[src/common/lcarb_pkg.sv]
// Shared widths, register map and enums for the DMA command arbiter, imported by every RTL block
`default_nettype none

package lcarb_pkg;

    // --------------------
    // Command fields
    localparam int LCADDR_W = 32;
    localparam int RTADDR_W = 32;
    localparam int SIZE_W   = 20;
    localparam int DEST_W   = 2;
    localparam int HPU_ID_W = 4;
    localparam int OP_W     = 2;

    // --------------------
    // Control bus
    localparam int CSR_DATA_W = 32;
    localparam int CSR_ADDR_W = 8;

    localparam logic [CSR_ADDR_W-1:0] CSR_ADDR_CTRL   = 8'h00;
    localparam logic [CSR_ADDR_W-1:0] CSR_ADDR_STATUS = 8'h04;
    localparam logic [CSR_ADDR_W-1:0] CSR_ADDR_LCADDR = 8'h08;
    localparam logic [CSR_ADDR_W-1:0] CSR_ADDR_RTADDR = 8'h0c;
    localparam logic [CSR_ADDR_W-1:0] CSR_ADDR_SIZE   = 8'h10;
    localparam logic [CSR_ADDR_W-1:0] CSR_ADDR_DESTXY = 8'h14;

    // --------------------
    // Completion slots and transfer ID
    localparam int SLOT_COUNT = 8;
    localparam int SLOT_IDX_W = 3;

    // The ID holds class, slot index, opcode and issuing node from the top bit down
    localparam int NDMA_ID_W   = 1 + SLOT_IDX_W + OP_W + HPU_ID_W;
    localparam int ID_CLS_POS  = NDMA_ID_W - 1;
    localparam int ID_SLOT_LSB = OP_W + HPU_ID_W;
    localparam int ID_OP_LSB   = HPU_ID_W;

    // Queue entry is the ID followed by the command fields
    localparam int CMD_W = NDMA_ID_W + OP_W + LCADDR_W + RTADDR_W + SIZE_W + 2 * DEST_W;

    typedef enum logic [OP_W-1:0] {
        OP_WRITE = 2'd0,
        OP_READ  = 2'd1,
        OP_SWAP  = 2'd2,
        // Only meaningful in the control register
        OP_CLEAR = 2'd3
    } ndma_op_e;

    typedef enum logic {
        ARB_L2C = 1'b0,
        ARB_CSR = 1'b1
    } arb_state_e;

endpackage

`default_nettype wire

[src/source/ndma_ctrl_regs.sv]
// Control registers that stage a software DMA command, issue done-clear pulses and serve reads
`default_nettype none

module ndma_ctrl_regs
    import lcarb_pkg::*;
(
    input  wire logic                  clk_i,
    input  wire logic                  reset_i,
    input  wire logic                  csr_wr_en_i,
    input  wire logic [CSR_ADDR_W-1:0] csr_waddr_i,
    input  wire logic [CSR_DATA_W-1:0] csr_wdata_i,
    input  wire logic [CSR_ADDR_W-1:0] csr_raddr_i,
    output logic      [CSR_DATA_W-1:0] csr_rdata_o,
    input  wire logic [SLOT_COUNT-1:0] done_vec_i,
    input  wire logic [SLOT_IDX_W-1:0] cur_slot_i,
    input  wire logic                  sw_cmd_taken_i,
    output logic                       sw_cmd_pending_o,
    output ndma_op_e                   sw_op_o,
    output logic      [LCADDR_W-1:0]   sw_lcaddr_o,
    output logic      [RTADDR_W-1:0]   sw_rtaddr_o,
    output logic      [SIZE_W-1:0]     sw_size_o,
    output logic      [DEST_W-1:0]     sw_destx_o,
    output logic      [DEST_W-1:0]     sw_desty_o,
    output logic                       done_clr_o,
    output logic      [SLOT_COUNT-1:0] done_clr_mask_o
);

    ndma_op_e ctrl_op;
    logic     ctrl_wr;

    assign ctrl_op = ndma_op_e'(csr_wdata_i[OP_W-1:0]);
    assign ctrl_wr = csr_wr_en_i && (csr_waddr_i == CSR_ADDR_CTRL);

    // --------------------
    // Staged command fields
    always_ff @(posedge clk_i) begin
        if (csr_wr_en_i) begin
            case (csr_waddr_i)
                CSR_ADDR_LCADDR: sw_lcaddr_o <= csr_wdata_i[LCADDR_W-1:0];
                CSR_ADDR_RTADDR: sw_rtaddr_o <= csr_wdata_i[RTADDR_W-1:0];
                CSR_ADDR_SIZE:   sw_size_o <= csr_wdata_i[SIZE_W-1:0];
                CSR_ADDR_DESTXY: {sw_destx_o, sw_desty_o} <= csr_wdata_i[2*DEST_W-1:0];
                default: ;
            endcase
        end
        // A clear leaves the staged opcode alone so a pending command keeps it
        if (ctrl_wr && ctrl_op != OP_CLEAR) begin
            sw_op_o <= ctrl_op;
        end
        if (ctrl_wr && ctrl_op == OP_CLEAR) begin
            done_clr_mask_o <= csr_wdata_i[CSR_DATA_W-1 -: SLOT_COUNT];
        end
    end

    // --------------------
    // Command pending flag and clear pulse
    always_ff @(posedge clk_i) begin
        if (reset_i) begin
            sw_cmd_pending_o <= 1'b0;
            done_clr_o       <= 1'b0;
        end else begin
            // A new command wins over the handoff of the previous one
            if (ctrl_wr && ctrl_op != OP_CLEAR) begin
                sw_cmd_pending_o <= 1'b1;
            end else if (sw_cmd_taken_i) begin
                sw_cmd_pending_o <= 1'b0;
            end
            done_clr_o <= ctrl_wr && (ctrl_op == OP_CLEAR);
        end
    end

    // --------------------
    // Read data follows the address by one cycle
    always_ff @(posedge clk_i) begin
        if (reset_i) begin
            csr_rdata_o <= '0;
        end else begin
            case (csr_raddr_i)
                CSR_ADDR_CTRL:   csr_rdata_o <= {done_clr_mask_o, 22'h0, sw_op_o};
                CSR_ADDR_STATUS: csr_rdata_o <= {done_vec_i, 15'h0, sw_cmd_pending_o,
                                                 5'h0, cur_slot_i};
                CSR_ADDR_LCADDR: csr_rdata_o <= CSR_DATA_W'(sw_lcaddr_o);
                CSR_ADDR_RTADDR: csr_rdata_o <= CSR_DATA_W'(sw_rtaddr_o);
                CSR_ADDR_SIZE:   csr_rdata_o <= CSR_DATA_W'(sw_size_o);
                CSR_ADDR_DESTXY: csr_rdata_o <= CSR_DATA_W'({sw_destx_o, sw_desty_o});
                default:         csr_rdata_o <= '0;
            endcase
        end
    end

endmodule

`default_nettype wire

[src/source/done_slot_tracker.sv]
// Decodes DMA completion reports into slot done bits, cache-side done strobes and the interrupt
`default_nettype none

module done_slot_tracker
    import lcarb_pkg::*;
(
    input  wire logic                  clk_i,
    input  wire logic                  reset_i,
    input  wire logic [HPU_ID_W-1:0]   hpu_id_i,
    input  wire logic                  ndma_tx_done_i,
    input  wire logic [NDMA_ID_W-1:0]  ndma_tx_done_id_i,
    input  wire logic                  ndma_rx_done_i,
    input  wire logic [NDMA_ID_W-1:0]  ndma_rx_done_id_i,
    input  wire logic                  slot_take_i,
    input  wire logic                  done_clr_i,
    input  wire logic [SLOT_COUNT-1:0] done_clr_mask_i,
    output logic      [SLOT_IDX_W-1:0] free_slot_o,
    output logic                       slot_avail_o,
    output logic      [SLOT_IDX_W-1:0] cur_slot_o,
    output logic      [SLOT_COUNT-1:0] done_vec_o,
    output logic                       l2c_cmd_done_o,
    output logic                       ndma_intr_o
);

    logic                  tx_q;
    logic                  rx_q;
    logic [NDMA_ID_W-1:0]  tx_id_q;
    logic [NDMA_ID_W-1:0]  rx_id_q;
    ndma_op_e              tx_op;
    ndma_op_e              rx_op;
    logic                  tx_mine;
    logic                  rx_mine;
    logic [SLOT_COUNT-1:0] busy;

    // --------------------
    // Report capture
    always_ff @(posedge clk_i) begin
        if (reset_i) begin
            tx_q <= 1'b0;
            rx_q <= 1'b0;
        end else begin
            tx_q <= ndma_tx_done_i;
            rx_q <= ndma_rx_done_i;
        end
    end

    always_ff @(posedge clk_i) begin
        tx_id_q <= ndma_tx_done_id_i;
        rx_id_q <= ndma_rx_done_id_i;
    end

    assign tx_op = ndma_op_e'(tx_id_q[ID_OP_LSB +: OP_W]);
    assign rx_op = ndma_op_e'(rx_id_q[ID_OP_LSB +: OP_W]);

    // Writes finish on transmit, reads and swaps on receive
    assign tx_mine = tx_q && (tx_id_q[HPU_ID_W-1:0] == hpu_id_i) && (tx_op == OP_WRITE);
    assign rx_mine = rx_q && (rx_id_q[HPU_ID_W-1:0] == hpu_id_i)
                     && (rx_op == OP_READ || rx_op == OP_SWAP);

    assign l2c_cmd_done_o = (tx_mine && tx_id_q[ID_CLS_POS]) || (rx_mine && rx_id_q[ID_CLS_POS]);

    // --------------------
    // Slot state
    always_ff @(posedge clk_i) begin
        if (reset_i) begin
            busy       <= '0;
            done_vec_o <= '0;
            cur_slot_o <= '0;
        end else begin
            if (slot_take_i) begin
                busy[free_slot_o] <= 1'b1;
                cur_slot_o        <= free_slot_o;
            end
            for (int i = 0; i < SLOT_COUNT; i++) begin
                if (done_clr_i && done_clr_mask_i[i]) begin
                    done_vec_o[i] <= 1'b0;
                end
                // A completion in the same cycle as a clear is kept
                if ((tx_mine && !tx_id_q[ID_CLS_POS]
                     && tx_id_q[ID_SLOT_LSB +: SLOT_IDX_W] == SLOT_IDX_W'(i))
                    || (rx_mine && !rx_id_q[ID_CLS_POS]
                     && rx_id_q[ID_SLOT_LSB +: SLOT_IDX_W] == SLOT_IDX_W'(i))) begin
                    done_vec_o[i] <= 1'b1;
                    busy[i]       <= 1'b0;
                end
            end
        end
    end

    // Lowest slot that is neither in flight nor waiting to be cleared
    always_comb begin
        free_slot_o  = '0;
        slot_avail_o = 1'b0;
        for (int i = SLOT_COUNT - 1; i >= 0; i--) begin
            if (!busy[i] && !done_vec_o[i]) begin
                free_slot_o  = SLOT_IDX_W'(i);
                slot_avail_o = 1'b1;
            end
        end
    end

    assign ndma_intr_o = |done_vec_o;

endmodule

`default_nettype wire

[src/source/cmd_source_arbiter.sv]
// Picks between cache-side and software commands, tags them with an ID and writes the queue
`default_nettype none

module cmd_source_arbiter
    import lcarb_pkg::*;
(
    input  wire logic                  clk_i,
    input  wire logic                  reset_i,
    input  wire logic [HPU_ID_W-1:0]   hpu_id_i,
    input  wire logic                  l2c_cmd_valid_i,
    input  wire ndma_op_e              l2c_cmd_op_i,
    input  wire logic [LCADDR_W-1:0]   l2c_cmd_lcaddr_i,
    input  wire logic [RTADDR_W-1:0]   l2c_cmd_rtaddr_i,
    input  wire logic [SIZE_W-1:0]     l2c_cmd_size_i,
    input  wire logic [DEST_W-1:0]     l2c_cmd_destx_i,
    input  wire logic [DEST_W-1:0]     l2c_cmd_desty_i,
    output logic                       l2c_cmd_ready_o,
    input  wire logic                  sw_cmd_pending_i,
    input  wire ndma_op_e              sw_op_i,
    input  wire logic [LCADDR_W-1:0]   sw_lcaddr_i,
    input  wire logic [RTADDR_W-1:0]   sw_rtaddr_i,
    input  wire logic [SIZE_W-1:0]     sw_size_i,
    input  wire logic [DEST_W-1:0]     sw_destx_i,
    input  wire logic [DEST_W-1:0]     sw_desty_i,
    input  wire logic [SLOT_IDX_W-1:0] free_slot_i,
    input  wire logic                  slot_avail_i,
    output logic                       sw_cmd_taken_o,
    input  wire logic                  queue_full_i,
    output logic                       queue_we_o,
    output logic      [CMD_W-1:0]      queue_wdata_o
);

    arb_state_e           state;
    logic [NDMA_ID_W-1:0] l2c_id;
    logic [NDMA_ID_W-1:0] sw_id;

    always_ff @(posedge clk_i) begin
        if (reset_i) begin
            state <= ARB_L2C;
        end else begin
            case (state)
                ARB_L2C: if (sw_cmd_pending_i && slot_avail_i) state <= ARB_CSR;
                ARB_CSR: if (l2c_cmd_valid_i) state <= ARB_L2C;
                default: state <= ARB_L2C;
            endcase
        end
    end

    assign l2c_cmd_ready_o = (state == ARB_L2C) && !queue_full_i;
    assign sw_cmd_taken_o  = (state == ARB_CSR) && !queue_full_i && slot_avail_i
                             && sw_cmd_pending_i;

    // Cache-side commands carry class 1 and slot 0
    assign l2c_id = {1'b1, SLOT_IDX_W'(0), l2c_cmd_op_i, hpu_id_i};
    assign sw_id  = {1'b0, free_slot_i, sw_op_i, hpu_id_i};

    assign queue_we_o = (state == ARB_L2C) ? (l2c_cmd_valid_i && l2c_cmd_ready_o)
                                           : sw_cmd_taken_o;

    assign queue_wdata_o = (state == ARB_L2C)
        ? {l2c_id, l2c_cmd_op_i, l2c_cmd_lcaddr_i, l2c_cmd_rtaddr_i, l2c_cmd_size_i,
           l2c_cmd_destx_i, l2c_cmd_desty_i}
        : {sw_id, sw_op_i, sw_lcaddr_i, sw_rtaddr_i, sw_size_i, sw_destx_i, sw_desty_i};

endmodule

`default_nettype wire

[src/source/cmd_queue.sv]
// Two-entry first-word-fall-through queue holding tagged commands for the DMA command port
`default_nettype none

module cmd_queue
    import lcarb_pkg::*;
(
    input  wire logic             clk_i,
    input  wire logic             reset_i,
    input  wire logic             wr_en_i,
    input  wire logic [CMD_W-1:0] wr_data_i,
    output logic                  full_o,
    input  wire logic             rd_en_i,
    output logic      [CMD_W-1:0] rd_data_o,
    output logic                  empty_o
);

    logic [CMD_W-1:0] mem [2];
    logic             wr_ptr;
    logic             rd_ptr;
    logic [1:0]       count;
    logic             push;
    logic             pop;

    assign push = wr_en_i && !full_o;
    assign pop  = rd_en_i && !empty_o;

    always_ff @(posedge clk_i) begin
        if (push) begin
            mem[wr_ptr] <= wr_data_i;
        end
    end

    always_ff @(posedge clk_i) begin
        if (reset_i) begin
            wr_ptr <= 1'b0;
            rd_ptr <= 1'b0;
            count  <= 2'd0;
        end else begin
            if (push) begin
                wr_ptr <= ~wr_ptr;
            end
            if (pop) begin
                rd_ptr <= ~rd_ptr;
            end
            count <= count + 2'(push) - 2'(pop);
        end
    end

    assign full_o    = (count == 2'd2);
    assign empty_o   = (count == 2'd0);
    assign rd_data_o = mem[rd_ptr];

endmodule

`default_nettype wire

[src/source/ndma_lcarb.sv]
// Top of the DMA command arbiter, joining registers, slot tracker, arbiter and command queue
`default_nettype none

module ndma_lcarb
    import lcarb_pkg::*;
(
    input  wire logic                  clk_i,
    input  wire logic                  reset_i,
    input  wire logic [HPU_ID_W-1:0]   hpu_id_i,
    // Cache-side command port
    input  wire logic                  l2c_cmd_valid_i,
    output logic                       l2c_cmd_ready_o,
    input  wire ndma_op_e              l2c_cmd_op_i,
    input  wire logic [LCADDR_W-1:0]   l2c_cmd_lcaddr_i,
    input  wire logic [RTADDR_W-1:0]   l2c_cmd_rtaddr_i,
    input  wire logic [SIZE_W-1:0]     l2c_cmd_size_i,
    input  wire logic [DEST_W-1:0]     l2c_cmd_destx_i,
    input  wire logic [DEST_W-1:0]     l2c_cmd_desty_i,
    output logic                       l2c_cmd_done_o,
    // DMA command port
    output logic                       ndma_cmd_valid_o,
    input  wire logic                  ndma_cmd_ready_i,
    output ndma_op_e                   ndma_cmd_op_o,
    output logic      [NDMA_ID_W-1:0]  ndma_cmd_id_o,
    output logic      [LCADDR_W-1:0]   ndma_cmd_lcaddr_o,
    output logic      [RTADDR_W-1:0]   ndma_cmd_rtaddr_o,
    output logic      [SIZE_W-1:0]     ndma_cmd_size_o,
    output logic      [DEST_W-1:0]     ndma_cmd_destx_o,
    output logic      [DEST_W-1:0]     ndma_cmd_desty_o,
    // Completion reports
    input  wire logic                  ndma_tx_done_i,
    input  wire logic [NDMA_ID_W-1:0]  ndma_tx_done_id_i,
    input  wire logic                  ndma_rx_done_i,
    input  wire logic [NDMA_ID_W-1:0]  ndma_rx_done_id_i,
    output logic                       ndma_intr_o,
    // Control bus
    input  wire logic                  csr_wr_en_i,
    input  wire logic [CSR_ADDR_W-1:0] csr_waddr_i,
    input  wire logic [CSR_DATA_W-1:0] csr_wdata_i,
    input  wire logic [CSR_ADDR_W-1:0] csr_raddr_i,
    output logic      [CSR_DATA_W-1:0] csr_rdata_o
);

    logic                  sw_cmd_pending;
    logic                  sw_cmd_taken;
    ndma_op_e              sw_op;
    logic [LCADDR_W-1:0]   sw_lcaddr;
    logic [RTADDR_W-1:0]   sw_rtaddr;
    logic [SIZE_W-1:0]     sw_size;
    logic [DEST_W-1:0]     sw_destx;
    logic [DEST_W-1:0]     sw_desty;
    logic                  done_clr;
    logic [SLOT_COUNT-1:0] done_clr_mask;
    logic [SLOT_COUNT-1:0] done_vec;
    logic [SLOT_IDX_W-1:0] cur_slot;
    logic [SLOT_IDX_W-1:0] free_slot;
    logic                  slot_avail;
    logic                  queue_we;
    logic [CMD_W-1:0]      queue_wdata;
    logic                  queue_full;
    logic                  queue_empty;
    logic [CMD_W-1:0]      queue_head;
    logic [OP_W-1:0]       head_op;

    ndma_ctrl_regs u_regs (
        .clk_i, .reset_i, .csr_wr_en_i, .csr_waddr_i, .csr_wdata_i, .csr_raddr_i, .csr_rdata_o,
        .done_vec_i       (done_vec),
        .cur_slot_i       (cur_slot),
        .sw_cmd_taken_i   (sw_cmd_taken),
        .sw_cmd_pending_o (sw_cmd_pending),
        .sw_op_o          (sw_op),
        .sw_lcaddr_o      (sw_lcaddr),
        .sw_rtaddr_o      (sw_rtaddr),
        .sw_size_o        (sw_size),
        .sw_destx_o       (sw_destx),
        .sw_desty_o       (sw_desty),
        .done_clr_o       (done_clr),
        .done_clr_mask_o  (done_clr_mask)
    );

    done_slot_tracker u_tracker (
        .clk_i, .reset_i, .hpu_id_i, .ndma_tx_done_i, .ndma_tx_done_id_i,
        .ndma_rx_done_i, .ndma_rx_done_id_i, .l2c_cmd_done_o, .ndma_intr_o,
        .slot_take_i     (sw_cmd_taken),
        .done_clr_i      (done_clr),
        .done_clr_mask_i (done_clr_mask),
        .free_slot_o     (free_slot),
        .slot_avail_o    (slot_avail),
        .cur_slot_o      (cur_slot),
        .done_vec_o      (done_vec)
    );

    cmd_source_arbiter u_arbiter (
        .clk_i, .reset_i, .hpu_id_i, .l2c_cmd_valid_i, .l2c_cmd_op_i, .l2c_cmd_lcaddr_i,
        .l2c_cmd_rtaddr_i, .l2c_cmd_size_i, .l2c_cmd_destx_i, .l2c_cmd_desty_i, .l2c_cmd_ready_o,
        .sw_cmd_pending_i (sw_cmd_pending),
        .sw_op_i          (sw_op),
        .sw_lcaddr_i      (sw_lcaddr),
        .sw_rtaddr_i      (sw_rtaddr),
        .sw_size_i        (sw_size),
        .sw_destx_i       (sw_destx),
        .sw_desty_i       (sw_desty),
        .free_slot_i      (free_slot),
        .slot_avail_i     (slot_avail),
        .sw_cmd_taken_o   (sw_cmd_taken),
        .queue_full_i     (queue_full),
        .queue_we_o       (queue_we),
        .queue_wdata_o    (queue_wdata)
    );

    cmd_queue u_queue (
        .clk_i, .reset_i,
        .wr_en_i   (queue_we),
        .wr_data_i (queue_wdata),
        .full_o    (queue_full),
        .rd_en_i   (ndma_cmd_valid_o && ndma_cmd_ready_i),
        .rd_data_o (queue_head),
        .empty_o   (queue_empty)
    );

    // --------------------
    // Queue head onto the DMA command port
    assign ndma_cmd_valid_o = !queue_empty;
    assign {ndma_cmd_id_o, head_op, ndma_cmd_lcaddr_o, ndma_cmd_rtaddr_o, ndma_cmd_size_o,
            ndma_cmd_destx_o, ndma_cmd_desty_o} = queue_head;
    assign ndma_cmd_op_o = ndma_op_e'(head_op);

endmodule

`default_nettype wire

[config.mk]
export PLATFORM = sky130hd
export DESIGN_NAME = ndma_lcarb
export DESIGN_NICKNAME = d
export VERILOG_FILES = /design/src/common/lcarb_pkg.sv /design/src/source/ndma_ctrl_regs.sv /design/src/source/done_slot_tracker.sv /design/src/source/cmd_source_arbiter.sv /design/src/source/cmd_queue.sv /design/src/source/ndma_lcarb.sv
export SDC_FILE = /design/constraint.sdc
export NUM_CORES = 1
export LEC_CHECK = 0
export ABC_AREA = 1
export ABC_CLOCK_PERIOD_IN_PS = 5900
export BUFFER_PORTS_ARGS = -buffer_cell sky130_fd_sc_hd__buf_2
export CAP_MARGIN = 20
export CORE_ASPECT_RATIO = 1.2
export CORE_MARGIN = 4
export CORE_UTILIZATION = 50
export CTS_BUF_LIST = sky130_fd_sc_hd__clkbuf_16
export DETAILED_ROUTE_END_ITERATION = 7
export GPL_TIMING_DRIVEN = 1
export PLACE_DENSITY = 0.78
export SLEW_MARGIN = 20
export SYNTH_ARGS = -nofsm -noshare
export SYNTH_HDL_FRONTEND = slang
export SYNTH_HIERARCHICAL = 1
export SYNTH_SLANG_ARGS = --single-unit
[constraint.sdc]
create_clock -name clk_i -period 5.9 [get_ports clk_i]
set_input_delay 1.18 -clock clk_i [delete_from_list [all_inputs] [get_ports clk_i]]
set_output_delay 1.18 -clock clk_i [all_outputs]
set_load 0.005 [all_outputs]
==> Yosys cells after proc, flatten, opt, wreduce, memory -nomap -nowiden <==
Memory sizes are Yosys's and may differ from the RTL's. A register that Yosys moved wholly into a read port is not among the register bits.
Cells that the tools add are included.
{ "totals": {"elab_cells": 231, "in_bits": 169, "memories": 1, "out_inout_bits": 136, "ff_bits": 178, "mem_bits_rw": 200} }
{ "op_classes": {"n_eq_ne": 30, "n_reduce_logical": 111, "n_lt_le_gt_ge": 2, "addsub": 2, "mux": 46, "bitwise_logic": 4} }
{ "mem_list": {"columns": ["name", "words", "word_bits", "rd", "rd_ports_with_merged_regs", "write_ports", "line", "rtl"], "rows": [
  ["u_queue.mem", 2, 100, 1, 1, 1, "cmd_queue.sv:17", "logic [CMD_W-1:0] mem [2];"]
]} }
{ "ops": {"columns": ["op", "n"], "rows": [
  ["$pmux W32 S6", 1],
  ["$mux W100", 1],
  ["$logic_and A1 B1 Y1", 53],
  ["$mux W1", 34],
  ["$eq A8 B4 Y1 const B", 4],
  ["$eq A8 B5 Y1 const B", 4],
  ["$eq A3 B3 Y1 const B", 8],
  ["$mux W3", 8],
  ["$logic_not A1 Y1", 20],
  ["$reduce_bool A2 Y1", 9],
  ["$logic_not A8 Y1", 2],
  ["$reduce_or A2 Y1", 8],
  ["$eq A3 B2 Y1 const B", 4],
  ["$logic_or A1 B1 Y1", 10],
  ["$eq A4 B4 Y1", 2],
  ["$eq A8 B3 Y1 const B", 1],
  ["$or A8 B8 Y8", 1],
  ["$reduce_and A2 Y1", 4],
  ["$reduce_or A8 Y1", 1],
  ["$eq A2 B2 Y1 const B", 3],
  ["$eq A3 B1 Y1 const B", 2],
  ["$logic_not A3 Y1", 2],
  ["$logic_not A2 Y1", 2],
  ["$lt A3 B4 Y1 const B", 1],
  ["8 further kinds", 10]
]} }

==> Longest topological paths before layout <==
{ "depth": {"word_depth": 16, "depth_mapped": 18, "depth_no_buf": 18} }

==> Hierarchy <==
The synthesis kept the hierarchy.
{ "modules_own_cells": {"columns": ["module", "area_each_um2", "cells_per_inst", "n_inst", "seq_area_each_um2"], "rows": [
  ["cmd_queue", 7970.1, 350, 1, 6105.9],
  ["ndma_ctrl_regs", 5011.1, 423, 1, 3623.5],
  ["done_slot_tracker", 1894.3, 275, 1, 820.8],
  ["cmd_source_arbiter", 1323.8, 318, 1, 20.0],
  ["ndma_lcarb", 13.8, 3, 1, 0.0]
]} }

==> Least setup slack after synthesis <==
Ideal clock, no wire load.
{ "synth_path": {"kind": "input-to-reg", "from": "in l2c_cmd_valid_i", "to": "mem u_queue/mem[0][0] in the netlist's numbering (enable)", "setup_ps": 559, "path_slack_ps": -217, "path_buffers": 0, "cell_stages": 4, "required_time_ps": 5341, "t_arrival_ps": 5557, "cell_sequence": "nand2_1 nand2_1 nand2_1 nor2_1"} }
{ "synth_between": {"elab_chain_len": 5} }
{ "synth_lines": {"columns": ["element", "line", "rtl"], "rows": [
  ["from (decl)", "ndma_lcarb.sv:11", "input wire logic l2c_cmd_valid_i,"],
  ["$logic_and A1 B1 Y1", "cmd_source_arbiter.sv:57", "assign queue_we_o = (state == ARB_L2C) ? (l2c_cmd_valid_i && l2c_cmd_ready_o)"],
  ["$mux W1", "cmd_source_arbiter.sv:57", null],
  ["via queue_we", "ndma_lcarb.sv:58", "logic queue_we;"],
  ["$logic_and A1 B1 Y1", "cmd_queue.sv:24", "assign push = wr_en_i && !full_o;"],
  ["$mux W1", "cmd_queue.sv:28", "if (push) begin"],
  ["$mux W1 (implied by the code)", "cmd_queue.sv:29", "mem[wr_ptr] <= wr_data_i;"],
  ["to (decl)", "cmd_queue.sv:17", null]
]} }
The timed path passes the listed nets, and every way through them passes these cells.

==> qor.csv <==
stage,metric,value,unit
die,pin_count,305,
detailed_routing,vias,11004,
yosys,synthFlopType,edfxtp_1,
min_path,hp-class,register to register,
timing,skew,28.2,ps
detailed_routing,ant_nets,0,
timing,setup_viol,0,
finish,syn2layout_area_growth,17.2,%
yosys,synth_nets,1540,
clocking,cts.path.max_buffers,3,
timing,worstMarginPinSlew,1090,ps
finish,postLayoutCoreUtil,59.9,%
die,die_w,172,um
placement,routabilityCongestion,0.847,
yosys,netlist_instances,1369,
detailed_routing,drt_iter0_markers,937,
finish,final_cell_mix,"405 x nand2_1, 304 x buf_2, 298 x edfxtp_1",
power_and_ir_drop,power_density,358,mW/mm2
run,maxCapViolations,0,
die,die_h,205,um
yosys,synthArstFlopShare,0,%
die,core-area,0.0317,mm2
yosys,ys_ff_latch,379,
clocking,cts_made_buffers,38,
critical_path,end_kind,primary output,
clocking,clkLatencyLatePin,530,ps
clocking,hold_buffers,0,
clocking,cts_resized,0,
die,rows,71,
global_routing,antenna_found_initial,6,
finish,layout-drive-gt1-share,29.4,%
clocking,clock_tree.root_cell,clkbuf_16,
clocking,cts_setup_buffers,0,
yosys,ys_seq_area_share,65.2,%
detailed_routing,drt_pass1_iterations,6,
power_and_ir_drop,ir_worst_vdd,319,uV
clocking,tritoncts,done,
detailed_routing,wl_per_cell,19.0,um
finish,layout.nets,1825,
critical_path,cp-start-kind,register,
global_routing,grt_pass1_vias,10879,
timing,drv_slew,0,
detailed_routing,remaining_drc_errors,0,
timing,fmax,267,MHz
finish,fill_cells,2485,
clocking,cts.sinks,379,
critical_path,cp.required,4720,ps
detailed_routing,wl,39600,um
placement,post-place-ws,2480,ps
placement,dp_hpwl,27300,um
die,die-area,0.0354,mm2
timing,slew_headroom,27.6,%
yosys,synth_top_area_cell,edfxtp_1,
timing,rsz0062_at_grt,false,
placement,port_buffers,304,
global_routing,grt_overflow,0,
timing,worst_slack,2160,ps
critical_path,worst_ep_arrival_time,2560,ps
timing,post-route-period-util,63.4,%
global_routing,grt_pass1_wl,59100,um
yosys,synth_top_area_share,55.2,%
detailed_routing,via_per_inst,5.27,
yosys,avgSynthCellArea,11.8,um2
yosys,syn_area,0.0162,mm2
yosys,synth_cell_type_count,34,
critical_path,critPathKind,register to primary output,
finish,final_common_cell,nand2_1,
yosys,synth_edf_count,298,
power_and_ir_drop,finalPower,6.81,mW
yosys,yosys-top-cells-area,"edfxtp_1 55%, dfxtp_1 10%, nand2_1 9.4%",
critical_path,cp_max_fo,52,
timing,setup_tns,0,ps
timing,finalCriticalPeriod,3740,ps
timing,hold_violations,0,
global_routing,grt_max_degree,98,
clocking,clk_pin_slew,60,ps
power_and_ir_drop,p_leak,8.22,nW
clocking,htreeDepth,2,
run_status,outcome,completed,
global_routing,track_usage,21.7,%
die,initial_core_util,51.1,%
yosys,yosys_warnings,6,
==> cell families after synthesis <==
logic type | Yosys count | synth area share, %
AND/OR/NAND/NOR | 686 | 17.9
flip-flops | 379 | 65.2
buffers and inverters | 173 | 6.41
multiplexers | 100 | 9.26
AO/OA/AOI/OAI | 25 | 0.834
XOR/XNOR | 4 | 0.216
adder cells (fa/ha/maj) | 2 | 0.154
==> per-stage QoR <==
| step | instance area (um2) | hold WS (ps) | instances |
|---|---|---|---|
| CTS | 19000 | 449 | 2082 |
| floorplan | 16200 | 427 | 1369 |
| global route | 19000 | 467 | 2087 |
| finish | 19000 | 452 | 2087 |
| global placement | 17700 | 435 | 2015 |
| detailed placement | 17700 | 439 | 2015 |
==> cells in the mapped netlist (2+ instances only) <==
cell type,count
a21oi_1,18
buf_1,2
buf_12,10
buf_2,14
buf_4,13
buf_6,20
clkbuf_1,9
dfxtp_1,81
edfxtp_1,298
ha_1,2
inv_1,99
inv_2,4
mux2_4,100
nand2_1,405
nand3_1,155
nand3_2,2
nand4_1,25
nor2_1,81
nor2_2,5
nor2_4,4
nor3_1,3
nor4_1,2
o21ai_0,4
xnor2_1,3
==> cell type report <==
| class | instances | area [um2] | area share, % |
|---|---|---|---|
| timing repair buffer | 314 | 1610 | 8.47 |
| sequential | 379 | 10600 | 55.7 |
| clock buffer | 39 | 976 | 5.14 |
| tap | 401 | 502 | 2.64 |
| antenna | 5 | 12.5 | 0.0659 |
| inverter | 104 | 394 | 2.07 |
| clock inverter | 28 | 292 | 1.53 |
| multi-input combinational | 817 | 4640 | 24.4 |
==> final timing paths <==
| kind | start | end | slack [ps] | cells past startpoint |
|---|---|---|---|---|
| max reg2reg | u_arbiter/state | u_queue/mem[1][79] | 2580 | 7 |
| min | u_tracker/busy[4] | u_tracker/busy[4] | 450 | 2 |
| max | register | ndma_cmd_lcaddr_o[10] | 2160 | 3 |
| min reg2reg | u_tracker/busy[4] | u_tracker/busy[4] | 450 | 2 |
==> routing by layer <==
layer | GRT usage, % | up-vias | routed length (um)
li1 | - | 5220 | -
met1 | 27.9 | 5191 | 15500
met2 | 37.0 | 493 | 19800
met3 | 3.61 | 98 | 2770
met4 | 8.34 | 2 | 1550
met5 | 0 | - | 8
==> power by group <==
| group | switching [mW] | leakage, nW | total (mW) | internal [mW] |
|---|---|---|---|---|
| logic | 0.508 | 4.17 | 1.05 | 0.539 |
| registers | 0.121 | 3.41 | 3.33 | 3.21 |
| clock network | 0.963 | 0.647 | 2.43 | 1.47 |
| total | 1.59 | 8.22 | 6.81 | 5.22 |
==> worst max-delay path, cell delays in order (launching register included) <==
cell	delay (ps)
dfxtp_4	1050
buf_12	390
mux2_4	350
buf_2	130
==> registers in the layout, indices dropped and copies added (netlist names), 2 cells and up, named ones only <==
name / count
u_queue/mem: 200
u_regs/csr_rdata_o: 32
u_regs/sw_lcaddr_o: 32
u_regs/sw_rtaddr_o: 32
u_regs/sw_size_o: 20
u_tracker/rx_id_q: 10
u_tracker/tx_id_q: 10
u_regs/done_clr_mask_o: 8
u_tracker/busy: 8
u_tracker/done_vec_o: 8
u_tracker/cur_slot_o: 3
u_queue/count: 2
u_regs/sw_destx_o: 2
u_regs/sw_desty_o: 2
u_regs/sw_op_o: 2
(Power assumes the default switching activity.)
